## src/soc_pkg.sv

```systemverilog
// Shared bus widths, address map, register offsets and boot image; import in every SoC module.

package soc_pkg;

    // ############################
    // Bus geometry
    // ############################
    localparam int ADDR_W = 24;
    localparam int DATA_W = 16;
    localparam int SEL_W  = 2;
    localparam int IRQ_N  = 16;                            // Line 0 is the timer.

    // ############################
    // Address map
    // ############################
    localparam logic [23:0] IO_BASE    = 24'h002000;       // 256-word I/O window.
    localparam logic [23:0] TIMER_PAGE = 24'h000000;
    localparam logic [23:0] IRQC_PAGE  = 24'h000001;
    localparam logic [23:0] RAM_BASE   = 24'h100000;
    localparam logic [23:0] RAM_END    = 24'h1000ff;
    localparam logic [23:0] ROM_BASE   = 24'hfffff0;
    localparam logic [23:0] ROM_END    = 24'hffffff;

    // Timer registers.
    localparam logic [3:0] TMR_COUNT  = 4'd0;              // Read only.
    localparam logic [3:0] TMR_RELOAD = 4'd1;
    localparam logic [3:0] TMR_CTRL   = 4'd2;              // Bit 0 is enable.

    // Interrupt controller registers.
    localparam logic [3:0] IRQ_PENDING = 4'd0;             // Write ones to clear.
    localparam logic [3:0] IRQ_MASK    = 4'd1;

    // Boot contents, word 0 at ROM_BASE.
    localparam logic [15:0] ROM_IMAGE [0:15] = '{
        16'h3c01, 16'h0020, 16'h3c02, 16'h0014,
        16'h5412, 16'h3c03, 16'h0001, 16'h5413,
        16'h3c04, 16'hffff, 16'h5424, 16'h7c00,
        16'h0000, 16'he00c, 16'ha5a5, 16'h5a5a
    };

    // One bus word seen flat for range checks, or split for I/O device selection.
    typedef struct packed {
        logic [15:0] page;
        logic [3:0]  dev;
        logic [3:0]  off;
    } io_split_t;

    typedef union packed {
        logic [ADDR_W-1:0] flat;
        io_split_t         io;
    } io_addr_t;

endpackage

```

## src/soc_irq_ctrl.sv

```systemverilog
// Interrupt controller slave that latches line edges into pending and masks them onto one output.
`timescale 1ns/10ps

module soc_irq_ctrl (
    input  logic                        d_clk,
    input  logic                        d_rst,
    input  logic [soc_pkg::IRQ_N-1:0]   i_lines,
    input  logic                        i_stb,
    input  logic                        i_we,
    input  logic [3:0]                  i_off,
    input  logic [soc_pkg::DATA_W-1:0]  i_dat,
    output logic [soc_pkg::DATA_W-1:0]  o_dat,
    output logic                        o_ack,
    output logic                        o_irq
);
    import soc_pkg::*;

    logic [IRQ_N-1:0] lines_q;
    logic [IRQ_N-1:0] pending;
    logic [IRQ_N-1:0] mask;
    logic [IRQ_N-1:0] clr;
    logic             wr;

    assign wr  = i_stb & i_we & ~o_ack;
    assign clr = (wr && i_off == IRQ_PENDING) ? i_dat[IRQ_N-1:0] : '0;

    always_ff @(posedge d_clk) begin
        if (d_rst) begin
            lines_q <= '0;
            pending <= '0;
            mask    <= '0;
            o_irq   <= 1'b0;
            o_ack   <= 1'b0;
        end else begin
            o_ack   <= i_stb & ~o_ack;
            lines_q <= i_lines;
            pending <= (pending & ~clr) | (i_lines & ~lines_q);  // New edge beats clear.
            o_irq   <= |(pending & mask);
            if (wr && i_off == IRQ_MASK)
                mask <= i_dat[IRQ_N-1:0];
        end
    end

    always_ff @(posedge d_clk) begin
        if (i_stb && !o_ack) begin
            case (i_off)
                IRQ_PENDING: o_dat <= pending;
                IRQ_MASK:    o_dat <= mask;
                default:     o_dat <= '0;
            endcase
        end
    end

    // Output follows the masked pending set one clock later.
    a_irq_masked: assert property (@(posedge d_clk) disable iff (d_rst)
        !(|(pending & mask)) |=> !o_irq);

endmodule

```

## config.mk

```make
export PLATFORM = sky130hd
export DESIGN_NAME = soc_irq_ctrl
export DESIGN_NICKNAME = d
export VERILOG_FILES = /design/src/soc_pkg.sv /design/src/soc_irq_ctrl.sv
export SDC_FILE = /design/constraint.sdc
export NUM_CORES = 1
export LEC_CHECK = 0
export BUFFER_PORTS_ARGS = -buffer_cell sky130_fd_sc_hd__buf_2
export CORE_MARGIN = 2
export CORE_UTILIZATION = 35
export CTS_CLUSTER_DIAMETER = 80
export DETAILED_ROUTE_END_ITERATION = 8
export MAX_ROUTING_LAYER = met4
export PLACE_DENSITY = 0.64
export SLEW_MARGIN = 20
export SYNTH_ARGS = -nofsm -noshare
export SYNTH_HDL_FRONTEND = slang
export SYNTH_SLANG_ARGS = --single-unit
export TNS_END_PERCENT = 5
```

## constraint.sdc

```tcl
create_clock -name d_clk -period 3.45 [get_ports d_clk]
set_clock_uncertainty 0.05 [all_clocks]
set_input_delay 0.69 -clock d_clk [delete_from_list [all_inputs] [get_ports d_clk]]
set_output_delay 0.69 -clock d_clk [all_outputs]
set_load 0.03 [all_outputs]
```

==> impl_metrics.py <==
metrics = {
    "sta": {
        "tns_ps": 0,
        "clock.fmax_mhz": 449,
        "hold_viol_final": 0,
        "worst_slack_ps": 1220,
        "tightest_slew_ps": 932,
        "drv_slew": 0,
        "setup_viol": 0,
        "rsz0062_at_grt": "no",
        "slew-limit-headroom_pct": 37.9,
        "fin_crit_sh_pct": 64.5,
        "fin_crit_ps": 2230,
    },
    "floorplan": {
        "boundaryPins": 58,
        "core_area_um2": 6760,
        "dieArea_um2": 7620,
        "fp-row-count": 30,
        "die_y_um": 87.3,
        "start_util_pct": 35.9,
        "fp.dieW_um": 87.3,
    },
    "run_status": {
        "status": "finished clean",
    },
    "setup_path": {
        "start_kind": "input pin",
        "path_max_fanout": 16,
        "critical_path_class": "in2reg",
        "cp-end-kind": "flop",
        "crit_required_ps": 3580,
        "r2r_cells": 5,
        "worst_ep_arrival_time_ps": 2360,
    },
    "clocking": {
        "cts_resized": 0,
        "clock-sinks": 66,
        "cts_tree": "built",
        "cts_max_path_buffers": 2,
        "cts.clk_slew.worst_paths_ps": 70,
        "ctsHtreeMaxLevel": 3,
        "cts_made_buffers": 9,
        "post_cts.repair.setup_buffers": 0,
        "root_buffer": "clkbuf_8",
        "hold_buffers": 0,
        "clk_latency_ps": 340,
    },
    "global_routing": {
        "grt_pass1_wl_um": 8000,
        "gr-usage-all-layers_pct": 14.4,
        "grt_max_degree": 51,
        "grt_pass1_vias": 1658,
        "antenna_found_initial": 0,
        "grt-ovfl-total": 0,
    },
    "synth": {
        "synth_cell_types": 18,
        "synth_xor_xnor_area_share_pct": 0,
        "synthSimpleGateAreaFrac_pct": 12.4,
        "syn_area_um2": 2430,
        "synth_compound_area_share_pct": 21.2,
        "synth_nets": 263,
        "ys.warnings.count": 0,
        "synth_fa_ha_area_share_pct": 0,
        "ys_seq_area_share_pct": 61.0,
        "avgSynthCellArea_um2": 10.9,
        "ys_seq_elements": 66,
        "synthMuxAreaShare_pct": 0,
        "syn_inst": 223,
        "synth_top_family_by_area": "compound AO/OA/AOI/OAI gates",
    },
    "placed_design": {
        "dpl.hpwl_um": 3400,
        "pre_cts_ws_ps": 852,
        "routabilityCongestion": 0.721,
        "io_buffers": 57,
    },
    "route": {
        "drc_errors": 0,
        "drt-pass1-iter-count": 4,
        "vias_per_cell": 4.89,
        "vias": 1793,
        "wirelength_um": 5040,
        "drt-initial-drc-count": 88,
        "detail-route-antenna-nets": 0,
        "wl_per_cell_um": 13.7,
    },
    "finish": {
        "fillers": 665,
        "final_layout_size_suffix_gt1_share_pct": 27.2,
        "area_delta_synth_final_pct": 22.8,
        "final_cell_mix": "buf_2, dfxtp_1, a22o_1",
        "diodes": 0,
        "final_nets": 322,
        "final_common_cell": "buf_2",
    },
    "power_and_ir_drop": {
        "p_leak_nw": 1.22,
        "power.total_w": 0.00168,
        "ir_worst_vdd_uv": 225,
        "pwr_density_cell_nw_per_um2": 562,
    },
    "hold_path": {
        "hp-class": "reg2reg",
        "hold_depth": 2,
    },
    "job": {
        "maxCapViolations": 0,
    },
}
## final timing paths
check | startpoint | endpoint | slack, ps
setup / recovery | i_off[1] | mask[5]$_SDFFE_PP0P_ | 1220
hold / removal | mask[11]$_SDFFE_PP0P_ | mask[11]$_SDFFE_PP0P_ | 420
setup reg to reg | o_ack$_SDFF_PP0_ | pending[13]$_SDFF_PP0_ | 1550
hold reg to reg | mask[11]$_SDFFE_PP0P_ | mask[11]$_SDFFE_PP0P_ | 420
## power by group
part           leakage (nW)  internal (W)  switching, W
Combinational         0.539     0.0000526     0.0000705
Clock                 0.105      0.000405      0.000294
Sequential            0.573      0.000832     0.0000228
## layer usage
metal | global-route usage (%) | up-vias | wire length (um)
met5 | - | - | 0
met4 | 4.20 | 0 | 67
met3 | 7.11 | 7 | 334
met2 | 20.5 | 46 | 2290
met1 | 18.2 | 832 | 2350
li1 | - | 908 | -
## sequential cells by signal (all words and copies together) (netlist names)
signal   cells
o_dat       16
o_irq        1
lines_q     16
mask        16
pending     16
o_ack        1
## cell type report
type                       count  area, um^2  area share, %
sequential                    66        1480           49.7
tap                           80         100           3.36
timing repair buffer          60         308           10.3
multi-input combinational    129         816           27.3
clock buffer                   9         124           4.15
clock inverter                 7        93.8           3.15
inverter                      16        60.1           2.01
## stage by stage
step	util, %	std cells	cell area, um^2	hold WS [ps]
6_report	44.1	367	2980	419
5_1_grt	44.1	367	2980	441
4_1_cts	44.1	367	2980	420
3_5_place_dp	40.9	351	2770	410
3_3_place_gp	40.9	351	2770	403
2_1_floorplan	-	223	2430	399
## cell families after synthesis
kind of cell / after synthesis
AND/OR/NAND/NOR: 56
flip-flops: 66
AO/OA/AOI/OAI: 73
buffers and inverters: 28
## critical path, stage by stage
cell	delay [ps]
buf_2	130
nor4b_4	600
nand3_1	620
nand2_1	230
a21oi_1	80
## synth_stat cells, drive strengths merged
cell    number  area (um^2)
a22oi        2         15.0
nand2       32          120
nor4b        1         23.8
nor2b       18          113
inv         16         60.1
clkbuf       5         18.8
a221oi       3         26.3
dfxtp       50         1000
edfxtp      16          480
and3         3         18.8
a31oi        1         6.26
nand3        1         5.00
nor4         1         21.3
buf          7         52.5
a22o        35          307
a21oi       32          160
Note: power is estimated with default switching activity, not from simulation.
