### src/soc_pkg.sv
// Shared bus widths, address map, register offsets and boot image; import in every SoC module.

package soc_pkg;

    // ############################
    // Bus geometry
    // ############################
    localparam int ADDR_W = 24;
    localparam int DATA_W = 16;
    localparam int SEL_W  = 2;
    localparam int IRQ_N  = 16;                            // Line 0 is the timer.

    // ############################
    // Address map
    // ############################
    localparam logic [23:0] IO_BASE    = 24'h002000;       // 256-word I/O window.
    localparam logic [23:0] TIMER_PAGE = 24'h000000;
    localparam logic [23:0] IRQC_PAGE  = 24'h000001;
    localparam logic [23:0] RAM_BASE   = 24'h100000;
    localparam logic [23:0] RAM_END    = 24'h1000ff;
    localparam logic [23:0] ROM_BASE   = 24'hfffff0;
    localparam logic [23:0] ROM_END    = 24'hffffff;

    // Timer registers.
    localparam logic [3:0] TMR_COUNT  = 4'd0;              // Read only.
    localparam logic [3:0] TMR_RELOAD = 4'd1;
    localparam logic [3:0] TMR_CTRL   = 4'd2;              // Bit 0 is enable.

    // Interrupt controller registers.
    localparam logic [3:0] IRQ_PENDING = 4'd0;             // Write ones to clear.
    localparam logic [3:0] IRQ_MASK    = 4'd1;

    // Boot contents, word 0 at ROM_BASE.
    localparam logic [15:0] ROM_IMAGE [0:15] = '{
        16'h3c01, 16'h0020, 16'h3c02, 16'h0014,
        16'h5412, 16'h3c03, 16'h0001, 16'h5413,
        16'h3c04, 16'hffff, 16'h5424, 16'h7c00,
        16'h0000, 16'he00c, 16'ha5a5, 16'h5a5a
    };

    // One bus word seen flat for range checks, or split for I/O device selection.
    typedef struct packed {
        logic [15:0] page;
        logic [3:0]  dev;
        logic [3:0]  off;
    } io_split_t;

    typedef union packed {
        logic [ADDR_W-1:0] flat;
        io_split_t         io;
    } io_addr_t;

endpackage

### src/soc_bus_ctrl.sv
// Address decoder and response mux between the bus master and the four slaves.
`timescale 1ns/10ps

module soc_bus_ctrl (
    input  logic                        d_clk,
    input  logic                        d_rst,
    input  logic                        i_cyc,
    input  logic                        i_stb,
    input  logic                        i_we,
    input  soc_pkg::io_addr_t           i_adr,
    input  logic [soc_pkg::DATA_W-1:0]  i_dat,
    input  logic [soc_pkg::SEL_W-1:0]   i_sel,
    output logic [soc_pkg::DATA_W-1:0]  o_dat,
    output logic                        o_ack,
    output logic                        o_err,
    output logic                        o_ram_stb,
    output logic                        o_rom_stb,
    output logic                        o_tmr_stb,
    output logic                        o_irq_stb,
    output logic                        o_we,
    output logic [soc_pkg::DATA_W-1:0]  o_wdat,
    output logic [soc_pkg::SEL_W-1:0]   o_sel,
    output logic [3:0]                  o_reg_off,
    output logic [7:0]                  o_word_adr,
    input  logic [soc_pkg::DATA_W-1:0]  i_ram_dat,
    input  logic                        i_ram_ack,
    input  logic [soc_pkg::DATA_W-1:0]  i_rom_dat,
    input  logic                        i_rom_ack,
    input  logic [soc_pkg::DATA_W-1:0]  i_tmr_dat,
    input  logic                        i_tmr_ack,
    input  logic [soc_pkg::DATA_W-1:0]  i_irqc_dat,
    input  logic                        i_irqc_ack
);
    import soc_pkg::*;

    logic req;
    logic io_hit, ram_hit, rom_hit, tmr_hit, irqc_hit;
    logic err_q;

    assign req      = i_cyc & i_stb;
    assign io_hit   = (i_adr.io.page == IO_BASE[ADDR_W-1:8]);
    assign tmr_hit  = io_hit && (i_adr.io.dev == TIMER_PAGE[3:0]);
    assign irqc_hit = io_hit && (i_adr.io.dev == IRQC_PAGE[3:0]);
    assign ram_hit  = (i_adr.flat >= RAM_BASE) && (i_adr.flat <= RAM_END);
    assign rom_hit  = (i_adr.flat >= ROM_BASE) && (i_adr.flat <= ROM_END);

    assign o_ram_stb  = req & ram_hit;
    assign o_rom_stb  = req & rom_hit;
    assign o_tmr_stb  = req & tmr_hit;
    assign o_irq_stb  = req & irqc_hit;
    assign o_we       = i_cyc & i_we;                       // No write outside a cycle.
    assign o_wdat     = i_dat;
    assign o_sel      = i_sel;
    assign o_reg_off  = i_adr.io.off;
    assign o_word_adr = i_adr.flat[7:0];

    // Unmapped access, one-cycle pulse.
    always_ff @(posedge d_clk) begin
        if (d_rst) begin
            err_q <= 1'b0;
        end else begin
            err_q <= req & ~(ram_hit | rom_hit | tmr_hit | irqc_hit) & ~err_q;
        end
    end

    assign o_err = err_q;

    always_comb begin
        o_dat = '0;
        o_ack = 1'b0;
        if (ram_hit) begin
            o_dat = i_ram_dat;
            o_ack = i_ram_ack;
        end else if (rom_hit) begin
            o_dat = i_rom_dat;
            o_ack = i_rom_ack;
        end else if (tmr_hit) begin
            o_dat = i_tmr_dat;
            o_ack = i_tmr_ack;
        end else if (irqc_hit) begin
            o_dat = i_irqc_dat;
            o_ack = i_irqc_ack;
        end
    end

    a_ack_err: assert property (@(posedge d_clk) disable iff (d_rst) !(o_ack && o_err));
    a_one_stb: assert property (@(posedge d_clk) disable iff (d_rst)
        $onehot0({o_ram_stb, o_rom_stb, o_tmr_stb, o_irq_stb}));

endmodule

### config.mk
export PLATFORM = sky130hd
export DESIGN_NAME = soc_bus_ctrl
export DESIGN_NICKNAME = d
export VERILOG_FILES = /design/src/soc_pkg.sv /design/src/soc_bus_ctrl.sv
export SDC_FILE = /design/constraint.sdc
export NUM_CORES = 1
export LEC_CHECK = 0
export ABC_AREA = 1
export BUFFER_PORTS_ARGS = -buffer_cell sky130_fd_sc_hd__buf_4
export CAP_MARGIN = 20
export CORE_AREA = 5 5 70 72
export DETAILED_ROUTE_END_ITERATION = 10
export DIE_AREA = 0 0 75 77
export HOLD_SLACK_MARGIN = 0.15
export PLACE_DENSITY = 0.82
export SLEW_MARGIN = 40
export SYNTH_ARGS = -nofsm -noshare
export SYNTH_HDL_FRONTEND = slang
export SYNTH_SLANG_ARGS = --single-unit
export TNS_END_PERCENT = 10
### constraint.sdc
create_clock -name d_clk -period 1.19 [get_ports d_clk]
set_input_delay 0.0595 -clock d_clk [delete_from_list [all_inputs] [get_ports d_clk]]
set_output_delay 0.0595 -clock d_clk [all_outputs]
set_load 0.005 [all_outputs]
==> results.md <==
- Hold wc startpoint: i_adr[5]
- Antenna violations before repair: 0
- Most frequent cells in the layout: buf_4, nand2_1, inv_1
- Setup TNS Final: -3730 ps
- Normalized max-slew margin: about 84%
- Yosys warns: 0
- Clock Latency Late Sink: 0 ps
- CP max FO: 5
- WS Path Type: in2out
- Min cycle time layout: between 1000 and 1500 ps
- Final instance area: 2620 sq um
- DRT iter0 DRCs: 65
- Crit path capture type: output port
- Post-Syn Area: 1350 sq um
- Nets: between 500 and 600
- Share of layout cells above drive strength 1: between 40% and 50%
- Fin Hold WS: 309 ps
- Worst R2R Start: o_err$_SDFF_PP0_
- First-pass iteration count of the detailed router: 4
- Synth top area share: 27.6%
- Grt ovf: 0
- Die area: 5780 sq um
- Total power: between 0.4 and 0.5 mW
- WL per Instance: 14.5 um
- Yosys reg bits: 1
- Post-Place Cells: 429
- Starting Density: 31.9%
- Core area: about 4200 sq um
- Max FFs per register: 1
- HP Class: in2out
- Failing checks: setup timing
- Crit path required time: roughly 1100 ps
- Total Routing Usage GR: approximately a fifth
- Post-synthesis adder-cell area fraction: 0%
- Vias: ~2100
- VDD IR max: between 0.1 and 0.15 mV
- DP Wirelength: roughly 5000 um
- Vias per std cell: 4.53
- Post-route setup slack: -304 ps
- RD Place Congestion: around 0.89
- Yosys cell types: 19
- Max Clk Rate: 0.669 GHz
- PortBufs: 119
- Pwr dens: ~190 nW/um^2
- Main combinational cell family by area after synthesis: simple AND/OR/NAND/NOR gates
- Multiplexer share of the synthesized area: 0%
- Drt total wl: 6600 um
- Final worst-path cycle share: 126%
- # rows: 24
- Hold Fails Final Rpt: 0
- Synth Area per Inst: between 4 and 5 sq um
- Die height: 77 um
- Status: finished with violations
- Vias in the first global route: around 2000
- Hold Path Stages: 2
- Slew of the pin with the lowest slew margin: about 240 ps
- Post-synth top area cell: nand2_1
- Routed Antenna Nets: 0
- CP Data Arrival Time: 1430 ps
- Area Growth Syn to Fin: 94.2%
- Synth top area cells: nand2_1, buf_4, nor2_1, inv_1, nand3b_1
- Most common cell after layout, fill and taps aside: buf_4
- Largest net degree at the start of global routing: 20
- Cells after Synth: 280
- # DRC: 0
- XOR/XNOR Fraction of Synth Area: 0%
- R2R cell count: 3
- Endpoints failing setup: 19
- Diodes inserted: 0
- Post-Layout Cell Count: 456
- Net count after synthesis: between 300 and 400
- Worst setup SP type: input port
- Static leakage: roughly 1.5 nW
- Skew final: 0 ps
- Post-synthesis sequential area ratio: approximately 1.5%
- Maximum capacitance violations: 0
- First-pass GRT wire length: about 9200 um
- Area post-placement: 2180 sq um
- Die X: 75 um
- Critical Path Source: i_adr[17]
- RSZ-0062 raised after global routing: yes
- Top Ports: approximately 170
- Synth Area in Compound Gates: 0%
- Simple-Gate Fraction of Synth Area: roughly 65%
- Slew Viols, Final: 0
kinds of logic after synthesis:
logic type | count (synthesis)
buffers and inverters | 84
and+or+nand+nor | 195
DFF | 1
synth_stat cells:
master    instances
nor2_4            1
nand2_1          99
clkinv_1          3
and2b_1           1
nand4_2           1
buf_6             3
nand4_1           3
nor4_1            1
nor2_1           47
clkbuf_1          3
inv_1            41
nor3_2            1
nor3_1            3
nand3_1          20
buf_4            30
dfxtp_1           1
nand3b_1         17
nor3_4            1
buf_2             4
worst paths after layout:
| path | to | slack [ps] |
|---|---|---|
| max | o_dat[0] | -300 |
| min | o_word_adr[5] | 310 |
| max reg2reg | o_err$_SDFF_PP0_ | 420 |
| min reg2reg | o_err$_SDFF_PP0_ | 510 |
what timing repair did:
item	in CTS	in global routing
endpoints found under the setup margin	20	21
setup buffers	1	2
pin swaps	13	24
hold buffers	22	0
gates resized for setup	14	32
cloned	1	1
hold endpoints to repair	26	0
per-layer routing:
metal	global-route usage [%]	vias up	part of all wire, %
met5	0	-	0
met4	2.14	0	2.6
met3	0.784	14	4.8
met2	38.5	85	54
met1	24.7	908	38
li1	-	1060	-
area by class of cell:
class | count | area [sq um]
fillers | 441 | 1620
inverters | 44 | 166
multi-input cells | 195 | 993
flip-flops and latches | 1 | 20.0
well taps | 52 | 65.1
repair buffers | 164 | 1370
power by group:
part	total, mW	switching, mW	internal (mW)
sequential	0.0363	0.000674	0.0356
combinational	0.460	0.154	0.306
clock	0	0	0
critical path: stages:
cell	delay (ps)
buf_4	130
nor2_4	80
nand2_2	70
nor2_4	140
nand3_2	120
nor2_4	240
buf_12	150
nand3_1	60
nand2_1	100
nand2_1	100
nand2_2	80
buf_4	100
through the flow:
step | util [%] | setup WS [ps]
global route | 61.8 | -354
global placement | 51.4 | -270
finish | 61.8 | -304
detailed placement | 51.4 | -340
CTS | 58.1 | -200
floorplan | - | 50.5
Note: power is estimated with default switching activity, not from simulation.
