<file path="src/soc_pkg.sv">
// Shared bus widths, address map, register offsets and boot image; import in every SoC module.

package soc_pkg;

    // ############################
    // Bus geometry
    // ############################
    localparam int ADDR_W = 24;
    localparam int DATA_W = 16;
    localparam int SEL_W  = 2;
    localparam int IRQ_N  = 16;                            // Line 0 is the timer.

    // ############################
    // Address map
    // ############################
    localparam logic [23:0] IO_BASE    = 24'h002000;       // 256-word I/O window.
    localparam logic [23:0] TIMER_PAGE = 24'h000000;
    localparam logic [23:0] IRQC_PAGE  = 24'h000001;
    localparam logic [23:0] RAM_BASE   = 24'h100000;
    localparam logic [23:0] RAM_END    = 24'h1000ff;
    localparam logic [23:0] ROM_BASE   = 24'hfffff0;
    localparam logic [23:0] ROM_END    = 24'hffffff;

    // Timer registers.
    localparam logic [3:0] TMR_COUNT  = 4'd0;              // Read only.
    localparam logic [3:0] TMR_RELOAD = 4'd1;
    localparam logic [3:0] TMR_CTRL   = 4'd2;              // Bit 0 is enable.

    // Interrupt controller registers.
    localparam logic [3:0] IRQ_PENDING = 4'd0;             // Write ones to clear.
    localparam logic [3:0] IRQ_MASK    = 4'd1;

    // Boot contents, word 0 at ROM_BASE.
    localparam logic [15:0] ROM_IMAGE [0:15] = '{
        16'h3c01, 16'h0020, 16'h3c02, 16'h0014,
        16'h5412, 16'h3c03, 16'h0001, 16'h5413,
        16'h3c04, 16'hffff, 16'h5424, 16'h7c00,
        16'h0000, 16'he00c, 16'ha5a5, 16'h5a5a
    };

    // One bus word seen flat for range checks, or split for I/O device selection.
    typedef struct packed {
        logic [15:0] page;
        logic [3:0]  dev;
        logic [3:0]  off;
    } io_split_t;

    typedef union packed {
        logic [ADDR_W-1:0] flat;
        io_split_t         io;
    } io_addr_t;

endpackage

</file>
<file path="src/soc_timer.sv">
// Reload timer slave that counts down while enabled and pulses its interrupt on reload.
`timescale 1ns/10ps

module soc_timer (
    input  logic                        d_clk,
    input  logic                        d_rst,
    input  logic                        i_stb,
    input  logic                        i_we,
    input  logic [3:0]                  i_off,
    input  logic [soc_pkg::DATA_W-1:0]  i_dat,
    output logic [soc_pkg::DATA_W-1:0]  o_dat,
    output logic                        o_ack,
    output logic                        o_irq
);
    import soc_pkg::*;

    logic [DATA_W-1:0] count;
    logic [DATA_W-1:0] reload;
    logic              enable;
    logic              wr;
    logic [DATA_W-1:0] rd_dat;

    assign wr = i_stb & i_we & ~o_ack;                      // One write per access.

    always_comb begin
        case (i_off)
            TMR_COUNT:  rd_dat = count;
            TMR_RELOAD: rd_dat = reload;
            TMR_CTRL:   rd_dat = {{(DATA_W-1){1'b0}}, enable};
            default:    rd_dat = '0;
        endcase
    end

    always_ff @(posedge d_clk) begin
        if (d_rst) begin
            count  <= '0;
            reload <= '0;
            enable <= 1'b0;
            o_irq  <= 1'b0;
            o_ack  <= 1'b0;
        end else begin
            o_ack <= i_stb & ~o_ack;
            o_irq <= 1'b0;
            if (enable) begin
                if (count == '0) begin
                    count <= reload;
                    o_irq <= 1'b1;                          // Single-cycle pulse.
                end else begin
                    count <= count - 1'b1;
                end
            end
            if (wr && i_off == TMR_RELOAD) begin
                reload <= i_dat;
                count  <= i_dat;                            // Overrides the tick.
            end
            if (wr && i_off == TMR_CTRL)
                enable <= i_dat[0];
        end
    end

    always_ff @(posedge d_clk) begin
        if (i_stb && !o_ack)
            o_dat <= rd_dat;
    end

endmodule

</file>
<file path="config.mk">
export PLATFORM = sky130hd
export DESIGN_NAME = soc_timer
export DESIGN_NICKNAME = d
export VERILOG_FILES = /design/src/soc_pkg.sv /design/src/soc_timer.sv
export SDC_FILE = /design/constraint.sdc
export NUM_CORES = 1
export LEC_CHECK = 0
export BUFFER_PORTS_ARGS = -buffer_cell sky130_fd_sc_hd__buf_2
export CAP_MARGIN = 15
export CORE_MARGIN = 4
export CORE_UTILIZATION = 40
export CTS_BUF_LIST = sky130_fd_sc_hd__clkbuf_4 sky130_fd_sc_hd__clkbuf_8
export DETAILED_ROUTE_END_ITERATION = 10
export GPL_ROUTABILITY_DRIVEN = 0
export GPL_TIMING_DRIVEN = 1
export PLACE_DENSITY = 0.66
export RECOVER_POWER = 50
export SETUP_SLACK_MARGIN = 0.1
export SLEW_MARGIN = 25
export SYNTH_ARGS = -nofsm -noshare
export SYNTH_HDL_FRONTEND = slang
export SYNTH_SLANG_ARGS = --single-unit
</file>
<file path="constraint.sdc">
create_clock -name d_clk -period 5.65 [get_ports d_clk]
set_clock_uncertainty 0.1 [all_clocks]
set_input_delay 0.2825 -clock d_clk [delete_from_list [all_inputs] [get_ports d_clk]]
set_output_delay 0.2825 -clock d_clk [all_outputs]
set_load 0.005 [all_outputs]
</file>
==> out/qor.yml, run 1 <==
outcome: "complete, but fails checks"
violations: "capacitance limit, slew limit"
min_period_ns: 2.93
seqPwrFrac_pct: 53.6
post_cts_buffers: 0
drcViolationCount: 0
critPathSlowestCell: "nor4_1"
hold_viol: 0
grt_usage_pct: 16.5
synthTopCellsByArea: "dfxtp_1 (26%), edfxtp_1 (18%), nand2_1 (5.8%), a22o_1 (5.0%), a21oi_1 (4.5%)"
port_buffers: 41
num_vias: 2192
syn_to_final_growth_pct: 9.79
slowest_delay_ns: 2.15
fin_util_pct: 45.5
crit_path_cell_trace: "clkbuf_1, nor4_1, a22o_2"
drt_wl_total_mm: 6.23
synthesis.area_um2: 2650
worstSkewPairLatency_ns: 0.31
drt_iter0_markers: 102
syn_inst: 278
power_leakage_nw: 1.06
worstHoldPathType: "in2reg"
synth_warnings: 0
start_util_pct: 41.4
synth.top_cell.area_share_pct: 26.5
regArea_um2: 1180
synth_edf_count: 16
grt.overflow.total: 0
cp.arrival_ns: 2.99
drv_cap: 1
ioPinCount: 42
hold_buffers: 0
num_rows: 29
setup_tns_ns: 0
die_w_um: 89.3
coreArea_um2: 6390
crit_type: "in2reg"
cts_tree: "yes"
swShare_pct: 24.7
multi_input_area_um2: 1300
clk_path_buf_depth: 2
path_clk_slew_ns: 0.10
grt_max_degree: 37
post-place-ws_ns: 3.27
htreeDepth: 2
finalMaxSlewViolations: 16
async_reset_ff_share_pct: 0
cts_sinks: 51
maxSlewHeadroom_pct: -82.6
ys_ff_latch: 51
vias_per_cell: 5.72
power_density_nw_per_um2: 251
ir_drop_v: 0.000116
antenna_cells: 0
holdCritStartpoint: "i_dat[11]"
antenna_found_initial: 0
ys_types: 57
drt-pass1-iter-count: 4
cp-start-kind: "input pin"
syn_nets: 304
setup_violations: 0
timing.rr.start: "enable"
p_comb_share_pct: 10.8
p_sw_w: 0.000180
die-height_um: 89.3
p_int_w: 0.000549
ys_seq_area_share_pct: 44.6
fmax_mhz: 342
layout-drive-gt1-share_pct: 17.0
crit_fanout: 15
fin_crit_sh_pct: 51.8
end_kind: "flop"
yosys.area.top_type: "dfxtp_1"
avgSynthCellArea_um2: 9.52
worstMarginPinSlew_ns: 2.71
fillCellCount: 633
first_global_vias: 2159
wire_per_inst_um: 16.3
cts_resized: 0
rsz0062_at_grt: "false"
ant_nets: 0
startpoint: "i_off[1]"
hold_slack_ns: 0.109
nets: 331
dieArea_um2: 7980
synth_ff_type: "dfxtp_1"
r2r_setup_slack_ns: 3.30
layout_setup_ws_ns: 2.72
grt_pass1_wl_mm: 10.3
crit_required_ns: 5.72
cts_inserted_buffers: 5
cts-root-buf: "clkbuf_8"
pwr-share-clk_pct: 35.6
dpl.hpwl_mm: 4.21
==> critical path: cells and delay by family <==
kind / cells / cell delay [ns]
simple gates: 1 / 2.15
compound gates: 1 / 0.42
buf+inv: 1 / 0.13
==> sequential cells by signal, summed over array words and instances (netlist names) <==
signal,flops
count,16
reload,16
o_ack,1
o_irq,1
enable,1
o_dat,16
==> metal layers <==
metal / vias to the layer above / wire length, um / track usage [%]
met3: 7 / 315 / 3.32
met1: 1041 / 2610 / 20.1
met5: - / 0 / 0
li1: 1088 / - / -
met4: 0 / 80 / 6.50
met2: 56 / 3230 / 28.6
==> cells in the final DEF (no fill, tap or decap), types with 8 or more instances in the layout <==
master	instances
nor2_1	17
a22o_1	15
nor3_1	8
nand2_1	41
dfxtp_1	35
edfxtp_1	16
a21oi_1	24
clkbuf_1	18
buf_2	25
nand3_1	10
==> worst paths after layout <==
check,end,cells after the start
setup / recovery,o_dat[4],3
hold / removal,reload[11],3
setup reg to reg,count[13],5
hold reg to reg,reload[1],2
==> logic make-up (layout without fill, tap and decap cells) <==
| family | Yosys count | count (layout) | share of synthesized area (%) |
|---|---|---|---|
| adders and majority gates | 2 | 2 | 0.945 |
| and+or+nand+nor | 111 | 111 | 22.6 |
| muxes | 8 | 8 | 3.17 |
| DFF | 51 | 51 | 44.6 |
| AOI/OAI and AO/OA | 76 | 76 | 20.9 |
| xor gates and xnor gates | 3 | 3 | 0.993 |
| buffers and inverters | 27 | 55 | 6.71 |
==> cell type report <==
class | instances | area share, %
multi-input cells | 200 | 44.7
well taps | 77 | 3.32
repair buffers | 45 | 7.15
clock buffers | 5 | 2.37
clock inverters | 3 | 1.51
inverters | 2 | 0.258
flip-flops and latches | 51 | 40.7
==> cell usage after synthesis (6+ instances only) <==
library cell / count
a21oi_1: 24
clkbuf_1: 12
dfxtp_1: 35
nand3_1: 10
a22o_1: 15
nand2_1: 41
nor2_1: 17
o21ai_0: 6
edfxtp_1: 16
nor3_1: 8
a311oi_1: 6
==> power groups by stage <==
stage / combinational, W / clock, W / sequential [W]
after floorplan: 0.0000592 / 0 / 0.000398
after global routing: 0.0000873 / 0.000282 / 0.000392
after detailed placement: 0.0000815 / 0 / 0.000399
final: 0.0000787 / 0.000259 / 0.000390
after global placement: 0.0000804 / 0 / 0.000398
after CTS: 0.0000818 / 0.000265 / 0.000390
==> stage by stage <==
step           area, um2  power [W]  cells
6_report            2910   0.000728    383
5_1_grt             2910   0.000761    383
4_1_cts             2940   0.000737    383
3_5_place_dp        2830   0.000480    375
3_3_place_gp        2830   0.000478    375
2_1_floorplan       2650   0.000457    278
(Power assumes the default switching activity.)
==> run 2: changes to the inputs <==
--- a/config.mk
+++ b/config.mk
@@ -5,6 +5,7 @@
 export SDC_FILE = /design/constraint.sdc
 export NUM_CORES = 1
 export LEC_CHECK = 0
+export ABC_AREA = 1
 export BUFFER_PORTS_ARGS = -buffer_cell sky130_fd_sc_hd__buf_2
 export CAP_MARGIN = 15
 export CORE_MARGIN = 4
@@ -13,7 +14,7 @@
 export DETAILED_ROUTE_END_ITERATION = 10
 export GPL_ROUTABILITY_DRIVEN = 0
 export GPL_TIMING_DRIVEN = 1
-export PLACE_DENSITY = 0.66
+export PLACE_DENSITY = 0.68
 export RECOVER_POWER = 50
 export SETUP_SLACK_MARGIN = 0.1
 export SLEW_MARGIN = 25
==> constraint.sdc (replaced) <==
create_clock -name d_clk -period 2.55 [get_ports d_clk]
set_clock_uncertainty 0.1 [all_clocks]
set_input_delay 0.1275 -clock d_clk [delete_from_list [all_inputs] [get_ports d_clk]]
set_output_delay 0.1275 -clock d_clk [all_outputs]
set_load 0.005 [all_outputs]
==> out/qor.yml, run 2 <==
synthesis.area_um2: 2700  # +1.9%
rsz0062_at_grt: "false"
num_rows: 29  # unchanged
ioPinCount: 42  # unchanged
hold_viol: 1  # +1
worstMarginPinSlew_ns: 1.11  # -1.60 ns
antenna_cells: 0  # unchanged
drcViolationCount: 0  # unchanged
ys_seq_area_share_pct: 43.8  # -0.85 points
synth_warnings: 0  # unchanged
ys_types: 25  # -56%
dpl.hpwl_mm: 4.79  # +14%
crit_fanout: 17  # +2
port_buffers: 41  # unchanged
worstSkewPairLatency_ns: 0.31  # about the same
start_util_pct: 41.8  # +0.33 points
synthTopCellsByArea: "dfxtp_1 (26%), edfxtp_1 (18%), nand2_1 (17%), o21ai_0 (6.1%), nand3_1 (5.4%)"
grt.overflow.total: 0  # unchanged
synth.top_cell.area_share_pct: 26.0  # -0.50 points
htreeDepth: 2  # unchanged
regArea_um2: 1180  # unchanged
maxSlewHeadroom_pct: 26.0  # +110 points
p_total_w: 0.00175  # +140%
drt-pass1-iter-count: 4  # unchanged
ys_ff_latch: 51  # unchanged
synth_edf_count: 16  # unchanged
clk_path_buf_depth: 2  # unchanged
fin_crit_sh_pct: 81.7
yosys.cell_count.top_type: "nand2_1"
placed_area_um2: 2920  # +3.1%
crit_path_cell_trace: "dlygate4sd3_1, buf_2, nand2_1, inv_1, clkbuf_1, nand4_1, o21ai_0, a21oi_1"
min_period_ns: 2.08
layout-drive-gt1-share_pct: 15.5  # -1.5 points
grt_max_degree: 31  # -16%
cts_resized: 0  # unchanged
busiest_layer: "met2"
power_density_nw_per_um2: 565  # +130%
use_met1_pct: 21.3  # +1.3 points
syn_inst: 373  # +34%
cts_inserted_buffers: 5  # unchanged
multi_input_area_um2: 1270  # -2.5%
drv_cap: 0  # -1
ir_drop_v: 0.000247  # +110%
wire_per_inst_um: 13.6  # -17%
crit_type: "in2reg"
cp-start-kind: "input pin"
fillCellCount: 664  # +4.9%
grtUsageMet2_pct: 29.7  # +1.1 points
grt_usage_pct: 17.0  # +0.49 points
num_vias: 2493  # +14%
first_global_vias: 2469  # +14%
cp.arrival_ns: 2.18  # -0.81 ns
post_cts_buffers: 0  # unchanged
cts_tree: "yes"
reg_top3: "count: 16 flops, o_dat: 16 flops, reload: 16 flops"
path_clk_slew_ns: 0.09  # about the same
cts-root-buf: "clkbuf_8"
vias_per_cell: 5.02  # -12%
synth_ff_type: "dfxtp_1"
fin_util_pct: 48.0  # +2.5 points
critPathSlowestCell: "clkbuf_1"
power_leakage_nw: 1.45  # +36%
die_w_um: 90.1  # +0.88%
yosys.area.top_type: "dfxtp_1"
syn_nets: 399  # +31%
drt_iter0_markers: 168  # +65%
dieArea_um2: 8120  # +1.8%
antenna_found_initial: 0  # unchanged
nets: 445  # +34%
async_reset_ff_share_pct: 0  # unchanged
slowest_delay_ns: 0.82  # -1.33 ns
violations: "hold timing"
grt_pass1_wl_mm: 11.5  # +12%
crit_required_ns: 2.64  # -3.08 ns
cts_sinks: 51  # unchanged
setup_tns_ns: 0  # unchanged
avgSynthCellArea_um2: 7.23  # -24%
fmax_mhz: 480
coreArea_um2: 6460  # +1.1%
outcome: "complete, but fails checks"
finalMaxSlewViolations: 0  # -16
die-height_um: 90.1  # +0.88%
worstHoldPathType: "in2reg"
syn_to_final_growth_pct: 15.0
drt_wl_total_mm: 6.74  # +8.1%
hold_slack_ns: -0.000565  # -0.110 ns
final_common_cell: "nand2_1"
layout_common_cells: "nand2_1 (124), inv_1 (37), dfxtp_1 (35), buf_2 (35), o21ai_0 (33)"
end_kind: "flop"
gr-usage-met3_pct: 3.42  # +0.10 points
setup_violations: 0  # unchanged
ys_top_cells_by_count: "nand2_1 (123), inv_1 (36), dfxtp_1 (35), o21ai_0 (33), nor2_1 (31)"
ant_nets: 0  # unchanged
fin_area_um2: 3100  # +6.8%
## run 2: power by group
part | total, W | internal [W] | switching [W]
Combinational | 0.000304 | 0.000103 | 0.000201
Clock | 0.000580 | 0.000315 | 0.000265
Sequential | 0.000868 | 0.000856 | 0.0000118
## run 2: through the flow
step                      setup slack, ns  std cells  hold WS (ns)
after floorplan                     0.904        373         0.190
after global placement              0.751        480         0.295
after detailed placement            0.643        480         0.304
after CTS                           0.603        497      0.000380
after global routing                0.297        497        0.0105
final                               0.466        497     -0.000565
## run 2: worst max-delay path: cells and delay by family
kind | cells | cell delay [ns]
and+or+nand+nor | 2 | 0.27
buffers and inverters | 4 | 1.51
AOI/OAI and AO/OA | 2 | 0.27
## run 2: path summary, 6_finish.rpt
kind,from,end,slack [ns],cells after the start
setup / recovery,i_stb,enable,0.47,8
hold / removal,i_dat[12],reload[12],-0.0006,3
setup reg to reg,o_ack,enable,0.54,7
hold reg to reg,reload[0],reload[0],0.37,2
## run 2: cell families (layout without fill, tap and decap cells)
group           count (synthesis)  count (layout)  share of synthesized area [%]
fa+ha+maj                       2               2                          0.927
flops                          51              51                           43.8
buf+inv                        51              98                           8.95
simple gates                  200             200                           32.1
compound gates                 69              69                           14.2
## run 2: area by class of cell
cell class	count	share of cell area, %
clock buffer	7	2.70
clock inverter	1	0.968
inverter	39	4.88
multi-input combinational	271	40.9
sequential	51	38.1
tap	77	3.11
timing repair buffer	51	9.40
## run 2: per-layer routing
layer	vias to the layer above	wire (um)
met3	5	393
met2	76	3270
met4	0	54
li1	1292	-
met1	1120	3030
met5	-	0
## run 2: what timing repair did
| item | 4_1_cts | 5_1_grt |
|---|---|---|
| endpoints found under the setup margin | 0 | 0 |
| hold endpoints to repair | 9 | 0 |
| hold buffers | 9 | 0 |
