**config.mk**
```make
export PLATFORM = sky130hd
export DESIGN_NAME = soc_rom
export DESIGN_NICKNAME = d
export VERILOG_FILES = /design/src/soc_pkg.sv /design/src/soc_rom.sv
export SDC_FILE = /design/constraint.sdc
export NUM_CORES = 1
export LEC_CHECK = 0
export ABC_AREA = 1
export BUFFER_PORTS_ARGS = -buffer_cell sky130_fd_sc_hd__buf_4
export CORE_UTILIZATION = 50
export CTS_BUF_LIST = sky130_fd_sc_hd__clkbuf_8 sky130_fd_sc_hd__clkbuf_16
export CTS_CLUSTER_DIAMETER = 150
export DETAILED_ROUTE_END_ITERATION = 8
export PLACE_DENSITY = 0.87
export SYNTH_ARGS = -nofsm -noshare
export SYNTH_HDL_FRONTEND = slang
export SYNTH_SLANG_ARGS = --single-unit
export TNS_END_PERCENT = 5
```
**constraint.sdc**
```tcl
create_clock -name d_clk -period 1.7 [get_ports d_clk]
set_input_delay 0.17 -clock d_clk [delete_from_list [all_inputs] [get_ports d_clk]]
set_output_delay 0.17 -clock d_clk [all_outputs]
set_load 0.1 [all_outputs]
```
**src/soc_pkg.sv**
```systemverilog
// Shared bus widths, address map, register offsets and boot image; import in every SoC module.

package soc_pkg;

    // ############################
    // Bus geometry
    // ############################
    localparam int ADDR_W = 24;
    localparam int DATA_W = 16;
    localparam int SEL_W  = 2;
    localparam int IRQ_N  = 16;                            // Line 0 is the timer.

    // ############################
    // Address map
    // ############################
    localparam logic [23:0] IO_BASE    = 24'h002000;       // 256-word I/O window.
    localparam logic [23:0] TIMER_PAGE = 24'h000000;
    localparam logic [23:0] IRQC_PAGE  = 24'h000001;
    localparam logic [23:0] RAM_BASE   = 24'h100000;
    localparam logic [23:0] RAM_END    = 24'h1000ff;
    localparam logic [23:0] ROM_BASE   = 24'hfffff0;
    localparam logic [23:0] ROM_END    = 24'hffffff;

    // Timer registers.
    localparam logic [3:0] TMR_COUNT  = 4'd0;              // Read only.
    localparam logic [3:0] TMR_RELOAD = 4'd1;
    localparam logic [3:0] TMR_CTRL   = 4'd2;              // Bit 0 is enable.

    // Interrupt controller registers.
    localparam logic [3:0] IRQ_PENDING = 4'd0;             // Write ones to clear.
    localparam logic [3:0] IRQ_MASK    = 4'd1;

    // Boot contents, word 0 at ROM_BASE.
    localparam logic [15:0] ROM_IMAGE [0:15] = '{
        16'h3c01, 16'h0020, 16'h3c02, 16'h0014,
        16'h5412, 16'h3c03, 16'h0001, 16'h5413,
        16'h3c04, 16'hffff, 16'h5424, 16'h7c00,
        16'h0000, 16'he00c, 16'ha5a5, 16'h5a5a
    };

    // One bus word seen flat for range checks, or split for I/O device selection.
    typedef struct packed {
        logic [15:0] page;
        logic [3:0]  dev;
        logic [3:0]  off;
    } io_split_t;

    typedef union packed {
        logic [ADDR_W-1:0] flat;
        io_split_t         io;
    } io_addr_t;

endpackage

```
**src/soc_rom.sv**
```systemverilog
// Boot ROM slave serving the package image; writes are acknowledged and dropped.
`timescale 1ns/10ps

module soc_rom (
    input  logic                        d_clk,
    input  logic                        d_rst,
    input  logic                        i_stb,
    input  logic [3:0]                  i_adr,
    output logic [soc_pkg::DATA_W-1:0]  o_dat,
    output logic                        o_ack
);
    import soc_pkg::*;

    always_ff @(posedge d_clk) begin
        if (d_rst) begin
            o_ack <= 1'b0;
        end else begin
            o_ack <= i_stb & ~o_ack;
        end
    end

    // Image word is captured with the strobe.
    always_ff @(posedge d_clk) begin
        if (i_stb && !o_ack)
            o_dat <= ROM_IMAGE[i_adr];
    end

endmodule

```
==> results.py, run 1 <==
metrics = {
    "status": {
        "outcome": "finished, final reports clean",
    },
    "synth": {
        "synth.area.top_cells": "sky130_fd_sc_hd__edfxtp_1 (48%), sky130_fd_sc_hd__nand2_1 (15%), sky130_fd_sc_hd__ha_1 (10%)",
        "ys_types": 18,
        "fraction_of_synthesized_cell_area_taken_by_the_top_area_cell_type_pct": 47.9,
        "ys_warn_count": 0,
        "gate_count_after_technology_mapping": 95,
        "syn-cell-area_sq_um": 877,
        "synth.largest_area_cell": "sky130_fd_sc_hd__edfxtp_1",
        "count_of_state_elements_after_synthesis": 15,
        "synth_nets": 109,
        "yosysSeqAreaShare_pct": 50.2,
        "syn-mean-instance-area_sq_um": 9.23,
    },
    "drt": {
        "ant_nets": 0,
        "first_iteration_detailed_routing_drc_count": 20,
        "route.detailed.wl_per_inst_microns": 12.0,
        "drt_pass1_iterations": 7,
        "vias": 700,
        "number_of_remaining_drc_errors": 0,
        "drt-total-wl_microns": 1610,
        "post_drt_via_cell_ratio": 5.22,
    },
    "sta": {
        "setup-tns-final_ns": 0,
        "slew_headroom_pct": 81.3,
        "worst_slew_pin_slew_ns": 0.282,
        "skew_ns": 0.00398,
        "rsz0062_at_grt": "false",
        "fmaxAchievable_mhz": 917,
        "hold_viol": 0,
        "finalCritPeriodShare_pct": 64.2,
        "period_minus_slack_ns": 1.09,
        "timing_max_transition_violations_final": 0,
        "setup_violations": 0,
    },
    "finish": {
        "area.growth.synth_to_final_pct": 22.1,
        "design.final.nets": 133,
        "mostFrequentLayoutCells": "sky130_fd_sc_hd__nand2_1 (35), sky130_fd_sc_hd__buf_4 (24), sky130_fd_sc_hd__edfxtp_1 (14)",
        "ff_latch_area_sq_um": 440,
        "final_layout_size_suffix_gt1_share_pct": 28.0,
        "layout.filler_cells": 125,
        "multi_input_comb_area_sq_um": 337,
        "finalCoreUtilization_pct": 67.9,
        "insertedDiodeCount": 0,
        "leading_cell_type_in_the_layout_fill_and_taps_excluded": "sky130_fd_sc_hd__nand2_1",
    },
    "setup_path": {
        "endpoint_kind": "output port",
        "crit-reg2reg-launch": "o_ack$_SDFF_PP0_",
        "critical-path-slowest-cell": "sky130_fd_sc_hd__dfxtp_1",
        "crit_path_max_incr_delay_ns": 0.37,
        "critical_path_peak_fanout": 3,
        "path_delay_family": "flip-flops",
        "timing.critical_path.from_type": "register",
        "worstPathCellList": "buf_4",
        "setup.reg_to_reg.worst_slack_ns": 0.74,
        "worst-setup-path-type": "reg2out",
        "launching_instance_or_port_of_the_critical_path": "o_ack$_SDFF_PP0_",
        "critPathRequiredTime_ns": 1.53,
        "buffering_stage_count_on_the_worst_path_with_inverters_included": 1,
        "cp_data_arrival_time_ns": 0.92,
    },
    "power_and_ir_drop": {
        "vdd.ir_drop.worst_uv": 603,
        "p_clk_share_pct": 25.0,
        "power.share.sequential_pct": 40.7,
        "comb_power_share_pct": 34.3,
        "switching_share_pct": 38.5,
        "p_int_mw": 0.676,
        "p_switching_mw": 0.422,
        "powerDensity_mw_per_mm2": 1030,
        "leakagePower_nw": 0.547,
    },
    "worst_hold_path": {
        "holdCritStartpoint": "d_rst",
        "hold_crit_class": "in2reg",
    },
    "placement": {
        "port-buffer-count": 23,
        "detailedPlacementHpwl_microns": 1160,
        "gpl.final_weighted_congestion": 0.861,
    },
    "clock_tree": {
        "ctsLongestPathBuffers": 2,
        "path_clk_slew_ns": 0.06,
        "ctsResizeCount": 0,
        "cts_root_buf": "sky130_fd_sc_hd__clkbuf_8",
        "cts_inserted_buffers": 3,
        "clock_tree_from_tritoncts": "yes",
        "cts.sink_count": 15,
        "cts-htree-levels": 1,
        "cts_hold_buf": 0,
        "post_cts.repair.setup_buffers": 0,
        "worstSkewPairLatency_ns": 0.25,
    },
    "floorplan": {
        "die_area_sq_mm": 0.00193,
        "floorplan.initialDensity_pct": 55.6,
        "core_area_sq_mm": 0.00158,
        "placementRows": 14,
        "die_y_microns": 43.9,
        "dieWidth_microns": 43.9,
        "top_level_ports": 24,
    },
    "global_routing": {
        "antenna_violations_before_repair": 0,
        "maximum_number_of_pins_on_one_net_before_global_route_repair": 18,
        "globalRouteOverflowTotal": 0,
        "grt_first_pass_wirelength_microns": 2700,
        "grt_pass1_vias": 644,
        "global_route.usage.total_pct": 19.6,
    },
    "flow_run": {
        "max-cap-violations": 0,
    },
}
worst paths after layout:
check	endpoint	cells past startpoint
max	o_ack	1
min	o_ack$_SDFF_PP0_	2
max reg2reg	o_dat[11]$_DFFE_PP_	2
min reg2reg	o_ack$_SDFF_PP0_	1
cells in the mapped netlist (all sizes together):
master / instances
nand2: 36
edfxtp: 14
inv: 12
nand3: 10
ha: 7
buf: 4
o21ai: 4
a21oi: 2
nor2: 2
clkbuf: 1
clkinv: 1
dfxtp: 1
nor3: 1
through the flow:
stage / cells / hold slack, ns / power (mW) / setup WS, ns / area (sq um)
final: 134 / 0.0764 / 1.10 / 0.609 / 1070
after global routing: 134 / 0.0743 / 1.14 / 0.536 / 1070
after CTS: 134 / 0.0769 / 1.10 / 0.604 / 1070
after detailed placement: 130 / 0.337 / 0.829 / 0.379 / 1030
after global placement: 130 / 0.332 / 0.821 / 0.448 / 1030
after floorplan: 95 / 0.247 / 0.763 / 0.107 / 880
flip-flops by register name (all words and copies together) (netlist names):
name	cells
o_dat	14
o_ack	1
power groups by stage:
stage	Sequential [mW]	Combinational (mW)	Clock [mW]
finish	0.447	0.377	0.274
global route	0.449	0.394	0.298
CTS	0.447	0.376	0.277
detailed placement	0.455	0.375	0
global placement	0.453	0.368	0
floorplan	0.647	0.116	0
layout make-up:
type / count / area share (%)
Clock buffer: 3 / 3.86
Clock inverter: 1 / 0.350
Inverter: 13 / 4.56
Multi-Input combinational cell: 62 / 31.4
Sequential cell: 15 / 41.1
Tap cell: 16 / 1.87
Timing Repair Buffer: 24 / 16.8
routing by layer:
layer,GRT usage (%),wire length [microns],vias to the layer above,share of wire (%)
met5,0,0,-,0
met4,10.9,33,0,2.0
met3,3.75,59,6,3.7
met2,33.1,822,20,51
met1,23.5,697,324,43
li1,-,-,350,-
cells by family after synthesis:
family          share of synthesized area [%]
fa+ha+maj                                9.99
compound gates                           4.71
buf+inv                                  11.7
simple gates                             23.4
flops                                    50.2
Power figures use the tool's default switching activity.
==> inputs of run 2 (changes only) <==
- clock period: 1.7 -> 1.1 ns (I/O delays scaled with it)
==> results.py, run 2 (synthesis gave the netlist of run 1 again) <==
metrics = {
    "global_routing": {
        "global_route.usage.total_pct": 18.3,
        "grt_first_pass_wirelength_microns": 2500,
        "maximum_number_of_pins_on_one_net_before_global_route_repair": 18,
        "antenna_violations_before_repair": 0,
        "globalRouteOverflowTotal": 0,
        "grt_pass1_vias": 630,
    },
    "drt": {
        "drt_pass1_iterations": 6,
        "number_of_remaining_drc_errors": 0,
        "ant_nets": 0,
        "post_drt_via_cell_ratio": 5.04,
        "route.detailed.wl_per_inst_microns": 11.2,
        "first_iteration_detailed_routing_drc_count": 14,
        "vias": 695,
        "drt-total-wl_microns": 1540,
    },
    "sta": {
        "fmaxAchievable_mhz": 988,
        "worst_slew_pin_slew_ns": 0.281,
        "timing_max_transition_violations_final": 0,
        "finalCritPeriodShare_pct": 92.0,
        "rsz0062_at_grt": "false",
        "setup_violations": 0,
        "slew_headroom_pct": 81.4,
        "hold_viol": 0,
        "period_minus_slack_ns": 1.01,
        "skew_ns": 0.00292,
    },
    "floorplan": {
        "floorplan.initialDensity_pct": 55.6,
        "die_area_sq_mm": 0.00193,
        "core_area_sq_mm": 0.00158,
        "placementRows": 14,
        "dieWidth_microns": 43.9,
        "top_level_ports": 24,
        "die_y_microns": 43.9,
    },
    "clock_tree": {
        "path_clk_slew_ns": 0.06,
        "ctsLongestPathBuffers": 2,
        "cts_hold_buf": 0,
        "cts.sink_count": 15,
        "clock_tree_from_tritoncts": "yes",
        "post_cts.repair.setup_buffers": 0,
        "ctsResizeCount": 0,
        "cts_inserted_buffers": 3,
        "cts-htree-levels": 1,
        "worstSkewPairLatency_ns": 0.25,
        "cts_root_buf": "sky130_fd_sc_hd__clkbuf_8",
    },
    "setup_path": {
        "critical_path_peak_fanout": 3,
        "timing.critical_path.from_type": "register",
        "buffering_stage_count_on_the_worst_path_with_inverters_included": 1,
        "worst-setup-path-type": "reg2out",
        "setup.reg_to_reg.worst_slack_ns": 0.21,
        "crit_path_max_incr_delay_ns": 0.36,
        "worstPathCellList": "buf_4",
        "path_delay_family": "flip-flops",
        "cp_data_arrival_time_ns": 0.90,
        "endpoint_kind": "output port",
        "critical-path-slowest-cell": "sky130_fd_sc_hd__dfxtp_2",
        "critPathRequiredTime_ns": 0.99,
    },
    "finish": {
        "leading_cell_type_in_the_layout_fill_and_taps_excluded": "sky130_fd_sc_hd__nand2_1",
        "largest_register_ff_count": 14,
        "largest_registers": "o_dat x14, o_ack x1",
        "ff_latch_area_sq_um": 442,
        "design.final.nets": 137,
        "mostFrequentLayoutCells": "sky130_fd_sc_hd__nand2_1 (35), sky130_fd_sc_hd__buf_4 (27), sky130_fd_sc_hd__edfxtp_1 (14)",
        "finalCoreUtilization_pct": 71.0,
        "final_layout_size_suffix_gt1_share_pct": 31.1,
        "register_with_the_most_flip_flops": "o_dat",
        "insertedDiodeCount": 0,
        "area.growth.synth_to_final_pct": 27.7,
        "layout.filler_cells": 117,
        "multi_input_comb_area_sq_um": 342,
        "final-instance-count-excl-fill": 138,
    },
    "placement": {
        "port-buffer-count": 23,
        "detailedPlacementHpwl_microns": 1170,
        "placed_cells": 134,
        "gpl.final_weighted_congestion": 0.909,
    },
    "flow_run": {
        "max-cap-violations": 0,
    },
    "power_and_ir_drop": {
        "vdd.ir_drop.worst_uv": 850,
        "powerDensity_mw_per_mm2": 1530,
        "leakagePower_nw": 0.572,
    },
    "status": {
        "outcome": "finished, final reports clean",
    },
    "worst_hold_path": {
        "hold_crit_class": "in2reg",
    },
}
[run 2: cell types whose count changed in the layout (fill, tap and decap cells not counted)]
cell	change
sky130_fd_sc_hd__buf_12	+1
sky130_fd_sc_hd__buf_4	+3
sky130_fd_sc_hd__dfxtp_1	-1
sky130_fd_sc_hd__dfxtp_2	+1
sky130_fd_sc_hd__nor2_2	-1
sky130_fd_sc_hd__nor2_4	+1
[run 2: per-stage QoR]
| stage | setup TNS [ns] | instance area (sq um) | power (mW) | hold WS, ns | worst slack (ns) |
|---|---|---|---|---|---|
| 2_1_floorplan | -1.50 | 911 | 1.20 | 0.179 | -0.236 |
| 3_3_place_gp | -0.287 | 1070 | 1.29 | 0.265 | -0.0580 |
| 3_5_place_dp | -0.682 | 1070 | 1.30 | 0.266 | -0.155 |
| 4_1_cts | 0 | 1120 | 1.73 | 0.00246 | 0.0807 |
| 5_1_grt | 0 | 1120 | 1.78 | 0.00812 | 0.0233 |
| 6_report | 0 | 1120 | 1.72 | 0.00563 | 0.0880 |
[run 2: worst paths after layout]
kind | to | depth (start not counted) | startpoint
worst max register to register | o_dat[3]$_SDFFCE_PN0P_ | 2 | o_ack$_SDFF_PP0_
worst min register to register | o_ack$_SDFF_PP0_ | 1 | o_ack$_SDFF_PP0_
worst max-delay path | o_ack | 1 | o_ack$_SDFF_PP0_
worst min-delay path | o_ack$_SDFF_PP0_ | 2 | d_rst
[run 2: area by class of cell]
class / count / share of cell area (%)
inverter: 13 / 4.36
multi-input combinational: 62 / 30.5
timing repair buffer: 28 / 19.9
tap: 16 / 1.79
clock buffer: 3 / 3.69
sequential: 15 / 39.4
clock inverter: 1 / 0.335
[run 2: per-layer routing]
metal	part of all wire [%]	vias to the layer above	track usage, %
met5	0	-	0
met4	1.5	0	9.09
met3	5.4	4	3.75
met2	52	27	33.4
met1	41	310	19.9
li1	-	354	-
[run 2: report_power, final]
part	leakage, nW	internal (mW)	switching (mW)	total (mW)
Sequential	0.146	0.679	0.0129	0.692
Clock	0.0269	0.247	0.181	0.427
Combinational	0.398	0.135	0.463	0.599
Total	0.572	1.06	0.657	1.72
==> inputs of run 3 (changes only) <==
- CORE_UTILIZATION: 50 -> 53
- CTS_BUF_LIST: sky130_fd_sc_hd__clkbuf_8 sky130_fd_sc_hd__clkbuf_16 -> sky130_fd_sc_hd__clkbuf_8
- PLACE_DENSITY: 0.87 -> 0.91
==> results.py, run 3 (synthesis gave the netlist of run 1 again) <==
metrics = {
    "floorplan": {
        "core_area_sq_mm": 0.00152,
        "dieWidth_microns": 42.7,
        "die_y_microns": 42.7,
        "floorplan.initialDensity_pct": 57.6,
        "die_area_sq_mm": 0.00182,
        "placementRows": 14,
        "top_level_ports": 24,
    },
    "setup_path": {
        "path_delay_family": "flip-flops",
        "critical-path-slowest-cell": "sky130_fd_sc_hd__dfxtp_2",
        "buffering_stage_count_on_the_worst_path_with_inverters_included": 1,
        "worst-path-stages": 1,
        "worstPathCellList": "buf_4",
        "critPathRequiredTime_ns": 0.99,
        "worstSetupEndpoint": "o_ack",
        "crit_path_max_incr_delay_ns": 0.36,
        "critical_path_peak_fanout": 3,
        "timing.critical_path.from_type": "register",
        "cp_data_arrival_time_ns": 0.90,
        "worst-setup-path-type": "reg2out",
        "endpoint_kind": "output port",
        "launching_instance_or_port_of_the_critical_path": "o_ack$_SDFF_PP0_",
        "reg_to_reg_endpoint": "o_dat[3]$_SDFFCE_PN0P_",
        "setup.reg_to_reg.worst_slack_ns": 0.21,
        "r2r_cells": 2,
        "crit-reg2reg-launch": "o_ack$_SDFF_PP0_",
    },
    "sta": {
        "hold_viol": 0,
        "rsz0062_at_grt": "false",
        "skew_ns": 0.00119,
        "period_minus_slack_ns": 1.01,
        "slew_headroom_pct": 81.4,
        "finalCritPeriodShare_pct": 91.7,
        "worst_slew_pin_slew_ns": 0.282,
        "final.setup.worst_slack_ns": 0.0916,
        "fmaxAchievable_mhz": 992,
        "setup-tns-final_ns": 0,
        "timing_max_transition_violations_final": 0,
        "setup_violations": 0,
    },
    "finish": {
        "largest_registers": "o_dat x14, o_ack x1",
        "mostFrequentLayoutCells": "sky130_fd_sc_hd__nand2_1 (35), sky130_fd_sc_hd__buf_4 (31), sky130_fd_sc_hd__edfxtp_1 (14)",
        "register_with_the_most_flip_flops": "o_dat",
        "design.final.nets": 141,
        "largest_register_ff_count": 14,
        "area.growth.synth_to_final_pct": 31.1,
        "insertedDiodeCount": 0,
        "layout.filler_cells": 112,
        "final_layout_size_suffix_gt1_share_pct": 33.3,
        "finished_layout_cell_area_sq_mm": 0.00115,
        "leading_cell_type_in_the_layout_fill_and_taps_excluded": "sky130_fd_sc_hd__nand2_1",
        "finalCoreUtilization_pct": 75.5,
    },
    "global_routing": {
        "globalRouteOverflowTotal": 0,
        "global_route.usage.total_pct": 21.2,
        "antenna_violations_before_repair": 0,
        "grt_pass1_vias": 685,
        "grt_first_pass_wirelength_microns": 2820,
        "maximum_number_of_pins_on_one_net_before_global_route_repair": 18,
    },
    "power_and_ir_drop": {
        "p_clk_share_pct": 24.7,
        "power.share.sequential_pct": 39.9,
        "switching_share_pct": 38.3,
        "vdd.ir_drop.worst_uv": 890,
        "comb_power_share_pct": 35.4,
        "p_switching_mw": 0.664,
        "leakagePower_nw": 0.591,
        "p_int_mw": 1.07,
        "powerDensity_mw_per_mm2": 1510,
    },
    "drt": {
        "first_iteration_detailed_routing_drc_count": 25,
        "number_of_remaining_drc_errors": 0,
        "ant_nets": 0,
        "drt-total-wl_microns": 1710,
        "route.detailed.wl_per_inst_microns": 12.1,
        "vias": 747,
        "drt_pass1_iterations": 4,
        "post_drt_via_cell_ratio": 5.26,
    },
    "clock_tree": {
        "clock_tree_from_tritoncts": "yes",
        "cts_hold_buf": 0,
        "path_clk_slew_ns": 0.06,
        "ctsResizeCount": 0,
        "ctsLongestPathBuffers": 2,
        "worstSkewPairLatency_ns": 0.25,
        "cts.sink_count": 15,
        "cts_inserted_buffers": 3,
        "cts-htree-levels": 1,
        "post_cts.repair.setup_buffers": 0,
        "cts_root_buf": "sky130_fd_sc_hd__clkbuf_8",
    },
    "placement": {
        "detailedPlacementHpwl_microns": 1260,
        "port-buffer-count": 23,
        "dp_slack_ns": -0.127,
        "placedInstanceArea_sq_mm": 0.00110,
        "gpl.final_weighted_congestion": 0.894,
    },
    "status": {
        "outcome": "finished, final reports clean",
    },
    "worst_hold_path": {
        "hold_crit_class": "in2reg",
    },
    "flow_run": {
        "max-cap-violations": 0,
    },
}
[run 3: layer usage]
| layer | share of wire, % | wire, microns | global-route usage, % |
|---|---|---|---|
| met1 | 38 | 658 | 24.7 |
| met2 | 52 | 897 | 36.4 |
| met3 | 5.8 | 100 | 3.83 |
| met4 | 3.3 | 57 | 11.3 |
| met5 | 0 | 0 | 0 |
[run 3: worst min-delay path by stage]
| stage | from | endpoint | cells after the start |
|---|---|---|---|
| final | d_rst | o_ack$_SDFF_PP0_ | 2 |
| after global routing | d_rst | o_ack$_SDFF_PP0_ | 2 |
| after CTS | d_rst | o_ack$_SDFF_PP0_ | 2 |
| after detailed placement | d_rst | o_ack$_SDFF_PP0_ | 2 |
| after global placement | d_rst | o_ack$_SDFF_PP0_ | 2 |
| after floorplan | d_rst | o_ack$_SDFF_PP0_ | 1 |
[run 3: power groups by stage]
| stage | Combinational, mW | Clock (mW) | Sequential, mW |
|---|---|---|---|
| detailed placement | 0.610 | 0 | 0.704 |
| CTS | 0.613 | 0.438 | 0.692 |
| floorplan | 0.193 | 0 | 1.00 |
| finish | 0.613 | 0.428 | 0.691 |
| global placement | 0.598 | 0 | 0.702 |
| global route | 0.642 | 0.467 | 0.695 |
[run 3: per-stage QoR]
| stage | hold slack [ns] | cells | power [mW] |
|---|---|---|---|
| after floorplan | 0.179 | 95 | 1.20 |
| after global placement | 0.264 | 138 | 1.30 |
| after detailed placement | 0.272 | 138 | 1.31 |
| after CTS | 0.0112 | 142 | 1.74 |
| after global routing | 0.0139 | 142 | 1.80 |
| final | 0.0175 | 142 | 1.73 |
[run 3: worst register-to-register path: cells and delay by family, from the launching register on]
family,cells,cell delay [ns]
and+or+nand+nor,1,0.12
buffers and inverters,1,0.15
DFF,1,0.34
[run 3: final cells by class]
cell class | count | area (sq um) | share of cell area (%)
clock buffers | 3 | 41.3 | 3.59
clock inverters | 1 | 3.75 | 0.326
inverters | 13 | 48.8 | 4.24
multi-input cells | 62 | 342 | 29.7
flip-flops and latches | 15 | 442 | 38.4
well taps | 16 | 20.0 | 1.74
repair buffers | 32 | 253 | 22.0
